$ cat src/queue_macros.svh
/* Buffer geometry. The derived widths are not computed and must be kept in step by hand */
`ifndef QUEUE_MACROS_SVH
`define QUEUE_MACROS_SVH

// Word and page geometry
`define QM_DATA_BYTES      8
`define QM_WORDS_PER_PAGE  4
`define QM_NUM_PAGES       16

// Queue arrangement
`define QM_NUM_QUEUES      4
`define QM_QUEUES_PER_PORT 2

// Derived widths
`define QM_PAGE_W          4
`define QM_OFFSET_W        2
`define QM_QUEUE_W         2
`define QM_KEEP_CODE_W     3

`endif
$ cat src/queue_pkg.sv
/* Shared bus structs. The commit word count limits a packet to 7 words */
`include "queue_macros.svh"

package queue_pkg;

    // Egress port field width
    localparam int PORT_W = `QM_QUEUE_W - $clog2(`QM_QUEUES_PER_PORT);

    typedef struct packed {
        logic                        valid;
        logic [`QM_DATA_BYTES*8-1:0] data;
        logic [`QM_DATA_BYTES-1:0]   keep;
        logic                        last;
        logic [`QM_QUEUE_W-1:0]      queue;
    } packet_word_t;

    typedef struct packed {
        logic [`QM_PAGE_W-1:0]   page;
        logic [`QM_OFFSET_W-1:0] offset;
        logic [`QM_PAGE_W-1:0]   reserve;
    } enqueue_meta_t;

    typedef struct packed {
        logic                    valid;
        logic [`QM_PAGE_W-1:0]   page;
        logic [`QM_OFFSET_W-1:0] offset;
        logic [`QM_QUEUE_W-1:0]  queue;
    } head_pointer_t;

    typedef struct packed {
        logic                  valid;
        logic [`QM_PAGE_W-1:0] filled;
        logic [`QM_PAGE_W-1:0] new_page;
    } page_link_t;

    // Tail is the slot after the last word written
    typedef struct packed {
        logic                    valid;
        logic [`QM_PAGE_W-1:0]   page;
        logic [`QM_OFFSET_W-1:0] offset;
        logic [`QM_OFFSET_W:0]   words;
    } enqueue_commit_t;

    typedef struct packed {
        logic                        valid;
        logic [`QM_DATA_BYTES*8-1:0] data;
        logic [`QM_DATA_BYTES-1:0]   keep;
        logic                        last;
        logic [PORT_W-1:0]           port;
    } queue_word_t;

    typedef struct packed {
        logic                      valid;
        logic [`QM_KEEP_CODE_W:0]  bytes;
        logic                      last;
        logic [`QM_QUEUE_W-1:0]    queue;
    } dequeue_note_t;

    typedef struct packed {
        logic                  valid;
        logic [`QM_PAGE_W-1:0] page;
    } page_free_t;

endpackage

$ cat src/packet_queue_top.sv
/* Paged packet queue buffer. Always ready, no back-pressure; dequeue output follows the
   request by two cycles and requests to an empty queue produce nothing */
`timescale 1ns/1ps
`include "queue_macros.svh"

module packet_queue_top
    import queue_pkg::*;
(
    input  logic                   packet_in,
    input  logic                   reset,
    input  packet_word_t           word_in,
    input  logic                   dequeue_req,
    input  logic [`QM_QUEUE_W-1:0] dequeue_queue,
    output queue_word_t            word_out,
    output dequeue_note_t          dequeue_note
);

    enqueue_meta_t         enqueue_meta;
    head_pointer_t         head;
    page_link_t            link;
    enqueue_commit_t       commit;
    page_free_t            page_free;
    logic                  alloc;
    logic [`QM_PAGE_W-1:0] alloc_page;

    page_allocator i_page_allocator (
        .packet_in  (packet_in),
        .reset      (reset),
        .alloc      (alloc),
        .free       (page_free),
        .alloc_page (alloc_page)
    );

    queue_pointer_table i_queue_pointer_table (
        .packet_in     (packet_in),
        .reset         (reset),
        .in_queue      (word_in.queue),
        .dequeue_req   (dequeue_req),
        .dequeue_queue (dequeue_queue),
        .link          (link),
        .commit        (commit),
        .alloc_page    (alloc_page),
        .enqueue_meta  (enqueue_meta),
        .head          (head),
        .alloc         (alloc)
    );

    queue_memory i_queue_memory (
        .packet_in    (packet_in),
        .reset        (reset),
        .word_in      (word_in),
        .enqueue_meta (enqueue_meta),
        .head         (head),
        .link         (link),
        .commit       (commit),
        .word_out     (word_out),
        .dequeue_note (dequeue_note),
        .page_free    (page_free)
    );

endmodule

$ cat src/queue_memory.sv
/* Paged word store. Keep must be a run of ones from byte 0, and only the last word of a
   packet may be partial. Dequeue data follows the head pointer by one cycle */
`timescale 1ns/1ps
`include "queue_macros.svh"

module queue_memory
    import queue_pkg::*;
(
    input  logic            packet_in,
    input  logic            reset,
    input  packet_word_t    word_in,
    input  enqueue_meta_t   enqueue_meta,
    input  head_pointer_t   head,
    output page_link_t      link,
    output enqueue_commit_t commit,
    output queue_word_t     word_out,
    output dequeue_note_t   dequeue_note,
    output page_free_t      page_free
);

    localparam int ADDR_W = `QM_PAGE_W + `QM_OFFSET_W;
    localparam int DEPTH  = `QM_NUM_PAGES * `QM_WORDS_PER_PAGE;
    localparam logic [`QM_OFFSET_W-1:0] LAST_OFF = `QM_OFFSET_W'(`QM_WORDS_PER_PAGE - 1);

    // Valid byte count, full word stored as zero
    function automatic logic [`QM_KEEP_CODE_W-1:0] encode_keep(
        input logic [`QM_DATA_BYTES-1:0] keep
    );
        for (int i = 1; i < `QM_DATA_BYTES; i++) begin
            if (!keep[i]) begin
                return `QM_KEEP_CODE_W'(i);
            end
        end
        return '0;
    endfunction

    function automatic logic [`QM_DATA_BYTES-1:0] decode_keep(
        input logic [`QM_KEEP_CODE_W-1:0] code
    );
        if (code == '0) begin
            return '1;
        end
        return `QM_DATA_BYTES'((1 << code) - 1);
    endfunction

    logic [`QM_DATA_BYTES*8-1:0] data_mem [DEPTH];
    logic [`QM_KEEP_CODE_W:0]    tag_mem  [DEPTH];

    // Enqueue walk
    logic                        sop;
    logic [`QM_PAGE_W-1:0]       cur_page;
    logic [`QM_OFFSET_W-1:0]     tail_off;
    logic [`QM_PAGE_W-1:0]       next_page;
    logic [`QM_OFFSET_W:0]       pkt_words;
    logic [`QM_PAGE_W-1:0]       wr_page;
    logic [`QM_OFFSET_W-1:0]     wr_off;
    logic [`QM_PAGE_W-1:0]       wr_reserve;
    logic [`QM_PAGE_W-1:0]       after_page;
    logic                        page_end;
    logic [`QM_OFFSET_W:0]       words_now;

    // Write stage
    logic                        wren;
    logic [ADDR_W-1:0]           wr_addr;
    logic [`QM_DATA_BYTES*8-1:0] wr_data;
    logic [`QM_KEEP_CODE_W:0]    wr_tag;

    // Read stage
    logic                        rd_valid;
    logic [`QM_DATA_BYTES*8-1:0] rd_data;
    logic [`QM_KEEP_CODE_W-1:0]  rd_code;
    logic                        rd_last;
    logic [`QM_QUEUE_W-1:0]      rd_queue;

    ////////////////////////////////////////////////////////////
    // Enqueue

    // First word takes the queue's pointers, later words follow the walk
    assign wr_page    = sop ? enqueue_meta.page : cur_page;
    assign wr_off     = sop ? enqueue_meta.offset : tail_off;
    assign wr_reserve = sop ? enqueue_meta.reserve : next_page;
    assign page_end   = wr_off == LAST_OFF;
    assign after_page = page_end ? wr_reserve : wr_page;
    assign words_now  = sop ? (`QM_OFFSET_W+1)'(1) : pkt_words + 1'b1;

    always_ff @(posedge packet_in) begin
        if (reset) begin
            sop          <= 1'b1;
            wren         <= 1'b0;
            link.valid   <= 1'b0;
            commit.valid <= 1'b0;
        end else begin
            wren         <= word_in.valid;
            link.valid   <= word_in.valid && page_end;
            commit.valid <= word_in.valid && word_in.last;
            if (word_in.valid) begin
                sop <= word_in.last;
            end
        end
        // Stage 0
        wr_data <= word_in.data;
        wr_tag  <= {encode_keep(word_in.keep), word_in.last};
        if (word_in.valid) begin
            wr_addr       <= {wr_page, wr_off};
            cur_page      <= after_page;
            tail_off      <= wr_off + 1'b1;
            // Fresh reserve arrives a cycle after a page crossing
            next_page     <= enqueue_meta.reserve;
            pkt_words     <= words_now;
            link.filled   <= wr_page;
            link.new_page <= wr_reserve;
            commit.page   <= after_page;
            commit.offset <= wr_off + 1'b1;
            commit.words  <= words_now;
        end
        // Stage 1
        if (wren) begin
            data_mem[wr_addr] <= wr_data;
            tag_mem[wr_addr]  <= wr_tag;
        end
    end

    ////////////////////////////////////////////////////////////
    // Dequeue

    always_ff @(posedge packet_in) begin
        if (reset) begin
            rd_valid        <= 1'b0;
            page_free.valid <= 1'b0;
        end else begin
            rd_valid        <= head.valid;
            page_free.valid <= head.valid && head.offset == LAST_OFF;
        end
        if (head.valid) begin
            rd_data           <= data_mem[{head.page, head.offset}];
            {rd_code, rd_last} <= tag_mem[{head.page, head.offset}];
            rd_queue          <= head.queue;
            page_free.page    <= head.page;
        end
    end

    assign word_out.valid = rd_valid;
    assign word_out.data  = rd_data;
    assign word_out.keep  = decode_keep(rd_code);
    assign word_out.last  = rd_last;
    assign word_out.port  = PORT_W'(rd_queue / `QM_QUEUES_PER_PORT);

    assign dequeue_note.valid = rd_valid;
    assign dequeue_note.bytes = (rd_code == '0) ?
                                (`QM_KEEP_CODE_W+1)'(`QM_DATA_BYTES) : {1'b0, rd_code};
    assign dequeue_note.last  = rd_last;
    assign dequeue_note.queue = rd_queue;

    ////////////////////////////////////////////////////////////
    // Checks

    // The keep code only holds a contiguous run, and only a last word may be short
    assert property (@(posedge packet_in) disable iff (reset)
        word_in.valid |-> word_in.keep != '0
                          && (word_in.keep & (word_in.keep + 1'b1)) == '0
                          && (word_in.last || word_in.keep == '1));

endmodule

$ cat src/queue_pointer_table.sv
/* Per-queue pointers and page chain. Words of one packet must arrive together on one queue,
   and a packet only becomes visible to dequeue once its commit has landed */
`timescale 1ns/1ps
`include "queue_macros.svh"

module queue_pointer_table
    import queue_pkg::*;
(
    input  logic                   packet_in,
    input  logic                   reset,
    input  logic [`QM_QUEUE_W-1:0] in_queue,
    input  logic                   dequeue_req,
    input  logic [`QM_QUEUE_W-1:0] dequeue_queue,
    input  page_link_t             link,
    input  enqueue_commit_t        commit,
    input  logic [`QM_PAGE_W-1:0]  alloc_page,
    output enqueue_meta_t          enqueue_meta,
    output head_pointer_t          head,
    output logic                   alloc
);

    localparam int CNT_W = $clog2(`QM_NUM_PAGES * `QM_WORDS_PER_PAGE + 1);
    localparam logic [`QM_OFFSET_W-1:0] LAST_OFF = `QM_OFFSET_W'(`QM_WORDS_PER_PAGE - 1);

    // Per-queue state
    logic [`QM_PAGE_W-1:0]   head_page [`QM_NUM_QUEUES];
    logic [`QM_OFFSET_W-1:0] head_off  [`QM_NUM_QUEUES];
    logic [`QM_PAGE_W-1:0]   cur_page  [`QM_NUM_QUEUES];
    logic [`QM_OFFSET_W-1:0] tail_off  [`QM_NUM_QUEUES];
    logic [`QM_PAGE_W-1:0]   reserve   [`QM_NUM_QUEUES];
    logic [CNT_W-1:0]        count     [`QM_NUM_QUEUES];

    // Successor of each page in its queue's chain
    logic [`QM_PAGE_W-1:0]   next_of [`QM_NUM_PAGES];

    // Queue of the word now one stage into queue_memory
    logic [`QM_QUEUE_W-1:0]  enq_queue;
    logic                    same_queue;
    logic                    deq_ok;

    assign alloc      = link.valid;
    assign same_queue = in_queue == enq_queue;
    assign deq_ok     = dequeue_req && count[dequeue_queue] != '0;

    ////////////////////////////////////////////////////////////
    // Enqueue metadata

    // Forward strobes still in flight so back-to-back packets see fresh pointers
    always_comb begin
        enqueue_meta.page    = cur_page[in_queue];
        enqueue_meta.offset  = tail_off[in_queue];
        enqueue_meta.reserve = reserve[in_queue];
        if (same_queue && commit.valid) begin
            enqueue_meta.page   = commit.page;
            enqueue_meta.offset = commit.offset;
        end
        if (same_queue && link.valid) begin
            enqueue_meta.page    = link.new_page;
            enqueue_meta.reserve = alloc_page;
        end
    end

    always_ff @(posedge packet_in) begin
        if (link.valid) begin
            next_of[link.filled] <= link.new_page;
        end
    end

    ////////////////////////////////////////////////////////////
    // Pointer state and head reads

    always_ff @(posedge packet_in) begin
        if (reset) begin
            enq_queue  <= '0;
            head.valid <= 1'b0;
            for (int q = 0; q < `QM_NUM_QUEUES; q++) begin
                head_page[q] <= `QM_PAGE_W'(2 * q);
                head_off[q]  <= '0;
                cur_page[q]  <= `QM_PAGE_W'(2 * q);
                tail_off[q]  <= '0;
                reserve[q]   <= `QM_PAGE_W'(2 * q + 1);
                count[q]     <= '0;
            end
        end else begin
            enq_queue  <= in_queue;
            head.valid <= deq_ok;
            if (link.valid) begin
                cur_page[enq_queue] <= link.new_page;
                reserve[enq_queue]  <= alloc_page;
            end
            if (commit.valid) begin
                tail_off[enq_queue] <= commit.offset;
            end
            // Walk the head, following the chain at a page end
            if (deq_ok) begin
                head_off[dequeue_queue] <= head_off[dequeue_queue] + 1'b1;
                if (head_off[dequeue_queue] == LAST_OFF) begin
                    head_page[dequeue_queue] <= next_of[head_page[dequeue_queue]];
                end
            end
            for (int q = 0; q < `QM_NUM_QUEUES; q++) begin
                count[q] <= count[q]
                    + ((commit.valid && enq_queue == `QM_QUEUE_W'(q)) ?
                       CNT_W'(commit.words) : '0)
                    - CNT_W'(deq_ok && dequeue_queue == `QM_QUEUE_W'(q));
            end
        end
        head.page   <= head_page[dequeue_queue];
        head.offset <= head_off[dequeue_queue];
        head.queue  <= dequeue_queue;
    end

    ////////////////////////////////////////////////////////////
    // Checks

    // A link must extend the chain from the queue's own current page
    assert property (@(posedge packet_in) disable iff (reset)
        link.valid |-> link.filled == cur_page[enq_queue]);

    // The committed tail must sit on the page the chain ends in
    assert property (@(posedge packet_in) disable iff (reset)
        commit.valid |-> commit.page
                         == (link.valid ? link.new_page : cur_page[enq_queue]));

endmodule

$ cat src/page_allocator.sv
/* Free page FIFO, preloaded at reset with the pages no queue owns.
   A pop and a push may share a cycle; alloc_page is valid whenever the list is nonempty */
`timescale 1ns/1ps
`include "queue_macros.svh"

module page_allocator
    import queue_pkg::*;
(
    input  logic                  packet_in,
    input  logic                  reset,
    input  logic                  alloc,
    input  page_free_t            free,
    output logic [`QM_PAGE_W-1:0] alloc_page
);

    // Each queue starts with a head page and a reserve page
    localparam int OWNED   = 2 * `QM_NUM_QUEUES;
    localparam int PRELOAD = `QM_NUM_PAGES - OWNED;

    logic [`QM_PAGE_W-1:0] fifo [`QM_NUM_PAGES];
    logic [`QM_PAGE_W-1:0] rd_ptr;
    logic [`QM_PAGE_W-1:0] wr_ptr;
    logic [`QM_PAGE_W:0]   level;

    assign alloc_page = fifo[rd_ptr];

    always_ff @(posedge packet_in) begin
        if (reset) begin
            rd_ptr <= '0;
            wr_ptr <= `QM_PAGE_W'(PRELOAD);
            level  <= (`QM_PAGE_W+1)'(PRELOAD);
            for (int i = 0; i < PRELOAD; i++) begin
                fifo[i] <= `QM_PAGE_W'(OWNED + i);
            end
        end else begin
            if (alloc) begin
                rd_ptr <= rd_ptr + 1'b1;
            end
            if (free.valid) begin
                fifo[wr_ptr] <= free.page;
                wr_ptr       <= wr_ptr + 1'b1;
            end
            // Occupancy
            case ({alloc, free.valid})
                2'b10:   level <= level - 1'b1;
                2'b01:   level <= level + 1'b1;
                default: level <= level;
            endcase
        end
    end

    ////////////////////////////////////////////////////////////
    // Checks

    // Enqueue must never outrun the pages released by dequeue
    assert property (@(posedge packet_in) disable iff (reset)
        alloc |-> level != '0);

    // A page freed twice would overfill the list
    assert property (@(posedge packet_in) disable iff (reset)
        free.valid && !alloc |-> level != (`QM_PAGE_W+1)'(`QM_NUM_PAGES));

endmodule

$ cat config.mk
export PLATFORM = sky130hd
export DESIGN_NAME = packet_queue_top
export DESIGN_NICKNAME = d
export VERILOG_FILES = /design/src/queue_pkg.sv /design/src/packet_queue_top.sv /design/src/queue_memory.sv /design/src/queue_pointer_table.sv /design/src/page_allocator.sv
export VERILOG_INCLUDE_DIRS = /design/src /design/src/src
export SDC_FILE = /design/constraint.sdc
export NUM_CORES = 2
export LEC_CHECK = 0
export ABC_AREA = 1
export BUFFER_PORTS_ARGS = -buffer_cell sky130_fd_sc_hd__clkbuf_2
export CORE_AREA = 5 5 618 620
export CTS_CLUSTER_SIZE = 24
export DETAILED_ROUTE_END_ITERATION = 10
export DIE_AREA = 0 0 623 625
export PLACE_DENSITY = 0.62
export SLEW_MARGIN = 40
export SYNTH_ARGS = -nofsm -noshare
export SYNTH_HDL_FRONTEND = slang
export SYNTH_MEMORY_MAX_BITS = 65536
export SYNTH_SLANG_ARGS = --single-unit
$ cat constraint.sdc
create_clock -name packet_in -period 10 [get_ports packet_in]
set_input_delay 2 -clock packet_in [delete_from_list [all_inputs] [get_ports packet_in]]
set_output_delay 2 -clock packet_in [all_outputs]
set_load 0.01 [all_outputs]
=== Word level (Yosys, flattened, before mapping) ===
Memories as Yosys holds them, arrays and structs flattened. A register that Yosys moved wholly into a read port is not among the register bits.
Cells that the tools add are included.

* Memory bits (writable): 4572
* Register bits: 126
* Output and inout port bits: 83
* Memories: 10

* Equality and inequality tests: 10
* Add/sub/neg operators: 14
* Reduce and logical (&&, ||, !) cells: 24
* Multiplexer cells: 113
* Shifts and indexed selects: 1
* Bitwise logic cells: 4

{| class="wikitable"
|+ Memories
! memory !! words !! bits a word !! rd ports !! clocked after Yosys merged registers in !! wr ports !! RTL line !! RTL
|-
| i_queue_memory.data_mem || 64 || 64 || 1 || 1 || 1 || queue_memory.sv:46 || <nowiki>logic [`QM_DATA_BYTES*8-1:0] data_mem [DEPTH];</nowiki>
|-
| i_queue_memory.tag_mem || 64 || 4 || 1 || 1 || 1 || queue_memory.sv:47 || <nowiki>logic [`QM_KEEP_CODE_W:0] tag_mem [DEPTH];</nowiki>
|-
| i_page_allocator.fifo || 16 || 4 || 1 || 1 || 8 || page_allocator.sv:20 || <nowiki>logic [`QM_PAGE_W-1:0] fifo [`QM_NUM_PAGES];</nowiki>
|-
| i_queue_pointer_table.next_of || 16 || 4 || 1 || 0 || 1 || queue_pointer_table.sv:34 || <nowiki>logic [`QM_PAGE_W-1:0] next_of [`QM_NUM_PAGES];</nowiki>
|-
| i_queue_pointer_table.count || 4 || 7 || 5 || 0 || 4 || queue_pointer_table.sv:31 || <nowiki>logic [CNT_W-1:0] count [`QM_NUM_QUEUES];</nowiki>
|-
| i_queue_pointer_table.cur_page || 4 || 4 || 1 || 0 || 4 || queue_pointer_table.sv:28 || <nowiki>logic [`QM_PAGE_W-1:0] cur_page [`QM_NUM_QUEUES];</nowiki>
|-
| +4 memories || n/a || n/a || n/a || n/a || n/a || n/a ||
|}

{| class="wikitable"
|+ Operators by type and width
! operator !! count
|-
| $mux W1 || 65
|-
| $mux W3 || 20
|-
| $mux W4 || 13
|-
| $add A7 B7 Y7 || 4
|-
| $mux W7 || 4
|-
| $sub A7 B1 Y7 || 4
|-
| $mux W2 || 8
|-
| $mux W8 || 2
|-
| $reduce_or A4 Y1 || 4
|-
| $eq A2 B2 Y1 const B || 7
|-
| $logic_and A1 B1 Y1 || 14
|-
| $add A4 B1 Y4 const B || 2
|-
| $shl A1 B3 Y8 const A || 1
|-
| $sub A8 B2 Y8 const B || 1
|-
| $reduce_bool A7 Y1 || 1
|-
| $mux W6 || 1
|-
| $add A2 B1 Y2 const B || 2
|-
| $eq A2 B1 Y1 const B || 2
|-
| $logic_not A2 Y1 || 2
|-
| $or A1 B1 Y1 || 4
|-
| $reduce_or A2 Y1 || 2
|-
| $add A3 B1 Y3 const B || 1
|-
| $logic_not A3 Y1 || 1
|-
| $eq A2 B2 Y1 || 1
|}

=== Depth between registers and ports, before layout ===
* Word-level depth: 22
* Depth in mapped cells: 21

=== Hierarchy ===
From an unflattened synthesis, not the netlist that was laid out.

* Cells, all modules: 15699
* Area total of the unflattened synthesis: 190996.9 µm²

{| class="wikitable"
|+ By module, submodules not included
! module !! area each (µm²) !! cells an instance !! times used
|-
| queue_memory || 179181.8 || 14437 || 1
|-
| queue_pointer_table || 8192.9 || 876 || 1
|-
| page_allocator || 3622.2 || 386 || 1
|}

=== Worst setup path before layout ===
OpenSTA, ideal clock, no wires.

* Path kind: register -> register
* Start point: register i_queue_memory.wr_addr[2]
* End point: memory i_queue_memory.data_mem[21][0] (netlist bit) (enable)
* Library setup time: 663 ps
* Stages on the path, launching flop included: 4
* Data required time: 9337 ps
* Buffers on the path: 1
* Slack: 1939 ps
* Clock period less this slack: 8061 ps
* Arrival: 7398 ps
* Path through: edfxtp_1 -> clkbuf_1 -> clkinv_1 -> nor4_1

{| class="wikitable"
|+ RTL lines
! what !! RTL line !! RTL
|-
| start, declared || queue_memory.sv:64 || <nowiki>logic [ADDR_W-1:0] wr_addr;</nowiki>
|-
| start signal, assigned || queue_memory.sv:104 || <nowiki>wr_addr <= {wr_page, wr_off};</nowiki>
|-
| end, declared || queue_memory.sv:46 ||
|}

No word-level cell before the write port.

==> metrics <==
register area ~140000 sq um; Setup Buffers After CTS 0; Mean Syn Cell Area between 10 and 15 sq um; Synth cell types 47; max frequency 222 MHz; routability cong. slightly below 0.8; worst flop-to-flop path startpoint i_queue_pointer_table.head[2]; Least-Margin Pin Slew ~1000 ps; RSZ-0062 raised after global routing no; DRC Markers 0; Tmin final about 4500 ps; DR pass1 iterations 6; dpl ws between 4000 and 5000 ps; asr flop ratio synth 0; crit path launch i_queue_pointer_table.head[2]; First DRT Iteration DRCs 15782; largest net degree at the start of global routing between 150 and 200; # setup viols final 0; CP max FO about 160; grt ovf 0; # nets final around 15000; first-pass GRT wire length about 800000 um; peak supply drop between 0.00015 and 0.0002 V; CTS buffer count roughly 470; layout cell share with drive strength beyond 1 0.0836; WL per Instance 27.9 um; total negative slack 0 ps; # resized after CTS 0; Worst-path clk slew roughly 60 ps; deepest clock path buffer count 4; crit path DAT ~5300 ps; Final Hold Vio Count 0; Chip Height roughly 630 um; cell count after synthesis roughly 15000; multi-input logic area approximately 40000 sq um; WHS roughly 400 ps; Hold Crit Class flip-flop to flip-flop; core area roughly 370000 sq um; vias in the first global route between 100k and 150k; die width 623 um; Yosys reg bits 4766; fill cell count 30529; Initial Utilization 0.499; WL final roughly 560000 um; P per Cell Area around 210 nW/um^2; max_slew headroom 0.346; initial antenna violation count 17; Hold Startpoint i_queue_pointer_table.head[1]; vias roughly 120k; die area a little under 400000 sq um; clk_skew between 60 and 70 ps; Slew Limit Fails 0; kind of critical path flip-flop to flip-flop; CTS tree built; most frequent cells in the layout edfxtp_1, nor2_1, o21ai_0; Final ANT Viol Nets 0; # IOs approximately 160; Syn Nets 14710; detailed placer's ending HPWL approximately 270000 um; sequential area share after synthesis 0.758; CP Launch Type flip-flop; Max H-tree Level 5; Leak between 60 and 70 nW; Clock Latency Late Sink 990 ps; status finished clean; routed vias/inst a little over 6; Critical Path RT between 10000 and 15000 ps; yosys warns 0; max_cap viols 0; Post-CTS Hold Fix Bufs 0; synth-to-layout area growth 11.4%; CP Capture Type flip-flop; Final Worst Setup Slack between 5000 and 6000 ps; top cell type's share of synthesized area 0.745; final core occ 0.556; fin crit share 0.451; Site Rows 225; top post-synthesis cells by area edfxtp_1, o21ai_0, nor2_1, o22ai_1, nand2_1; cell area after synthesis around 190000 sq um; CTS root buf clkbuf_16; Post-synth EDFFs roughly 4600; commonest non-fill, non-tap cell in the layout edfxtp_1; cell taking the most area after synthesis edfxtp_1; CTS sink cnt around 4800; ys flop type edfxtp_1; GRT Util Overall 0.278; input/output buffers 161
logic make-up (layout without fill, tap and decap cells):
| group | after synthesis | in the layout | synth area share |
|---|---|---|---|
| AND/OR/NAND/NOR | 5065 | 5065 | 0.109 |
| flip-flops | 4766 | 4766 | 0.758 |
| AO/OA/AOI/OAI | 3447 | 3447 | 0.100 |
| buffers and inverters | 1246 | 1577 | 0.0291 |
| adder cells (fa/ha/maj) | 48 | 48 | 0.00337 |
| XOR/XNOR | 8 | 8 | 0.000374 |
| other | 1 | 11 | 0.0000200 |
Yosys cell counts (23+ instances only):
| library cell | n |
|---|---|
| a21oi_1 | 64 |
| buf_1 | 70 |
| buf_2 | 264 |
| buf_4 | 89 |
| clkbuf_1 | 549 |
| dfxtp_1 | 125 |
| edfxtp_1 | 4641 |
| ha_1 | 44 |
| inv_1 | 231 |
| nand2_1 | 1646 |
| nand3_1 | 938 |
| nor2_1 | 2416 |
| o211ai_1 | 23 |
| o21ai_0 | 1934 |
| o21ai_1 | 317 |
| o22ai_1 | 1093 |
stage by stage:
stage,instances,power [W],cell area [sq um]
floorplan,14581,0.0255,187000
global placement,18995,0.0269,193000
detailed placement,19027,0.0269,194000
CTS,19898,0.0438,208000
global route,19910,0.0451,209000
finish,19916,0.0436,209000
registers in the layout (all words and copies together), names as in the netlist, 9 cells and up, named ones only:
name,count
i_queue_memory.wr_data,64
i_queue_pointer_table.count,28
i_queue_pointer_table.head_page,16
i_queue_memory.rd_data,64
i_queue_pointer_table.cur_page,16
i_page_allocator.fifo,64
i_queue_memory.data_mem,4096
i_queue_memory.commit,10
i_queue_pointer_table.next_of,64
i_queue_memory.tag_mem,256
i_queue_pointer_table.reserve,16
i_queue_pointer_table.head,9
per-layer routing:
metal / part of all wire / wire length (um) / track usage / vias up
li1: - / - / - / 53337
met1: 0.39 / 217000 / 0.381 / 61327
met2: 0.47 / 260000 / 0.453 / 6145
met3: 0.098 / 54700 / 0.0414 / 1195
met4: 0.045 / 25000 / 0.103 / 2
met5: 0.000025 / 14 / 0 / -
power breakdown:
group / internal [W] / switching (W) / total [W]
Combinational: 0.00117 / 0.00295 / 0.00412
Sequential: 0.0221 / 0.000299 / 0.0224
Clock: 0.00953 / 0.00754 / 0.0171
Total: 0.0328 / 0.0108 / 0.0436
area by class of cell:
type	instances	share of cell area
Antenna cell	10	0.000120
Clock buffer	600	0.0596
Clock inverter	271	0.0111
Inverter	245	0.00470
Multi-Input combinational cell	8569	0.193
Sequential cell	4766	0.681
Tap cell	4994	0.0300
Timing Repair Buffer	461	0.0200
worst max-delay path, stage by stage (launching register included):
cell and delay, ps:
dfxtp_4 660, buf_4 620, buf_12 560, buf_12 440
buf_16 360, o21ai_0 170, o22ai_1 200, nand2_1 70
nand3_1 100, nand3_1 130, nand2_1 160, nand2_1 70
nand2_1 360
final timing paths:
check             slack [ps]  cells past startpoint                          to
setup / recovery        5490                     12  i_queue_memory.rd_data[17]
hold / removal           400                      0  i_queue_memory.rd_queue[1]
setup reg to reg        5490                     12  i_queue_memory.rd_data[17]
hold reg to reg          400                      0  i_queue_memory.rd_queue[1]
Power figures use the tool's default switching activity.
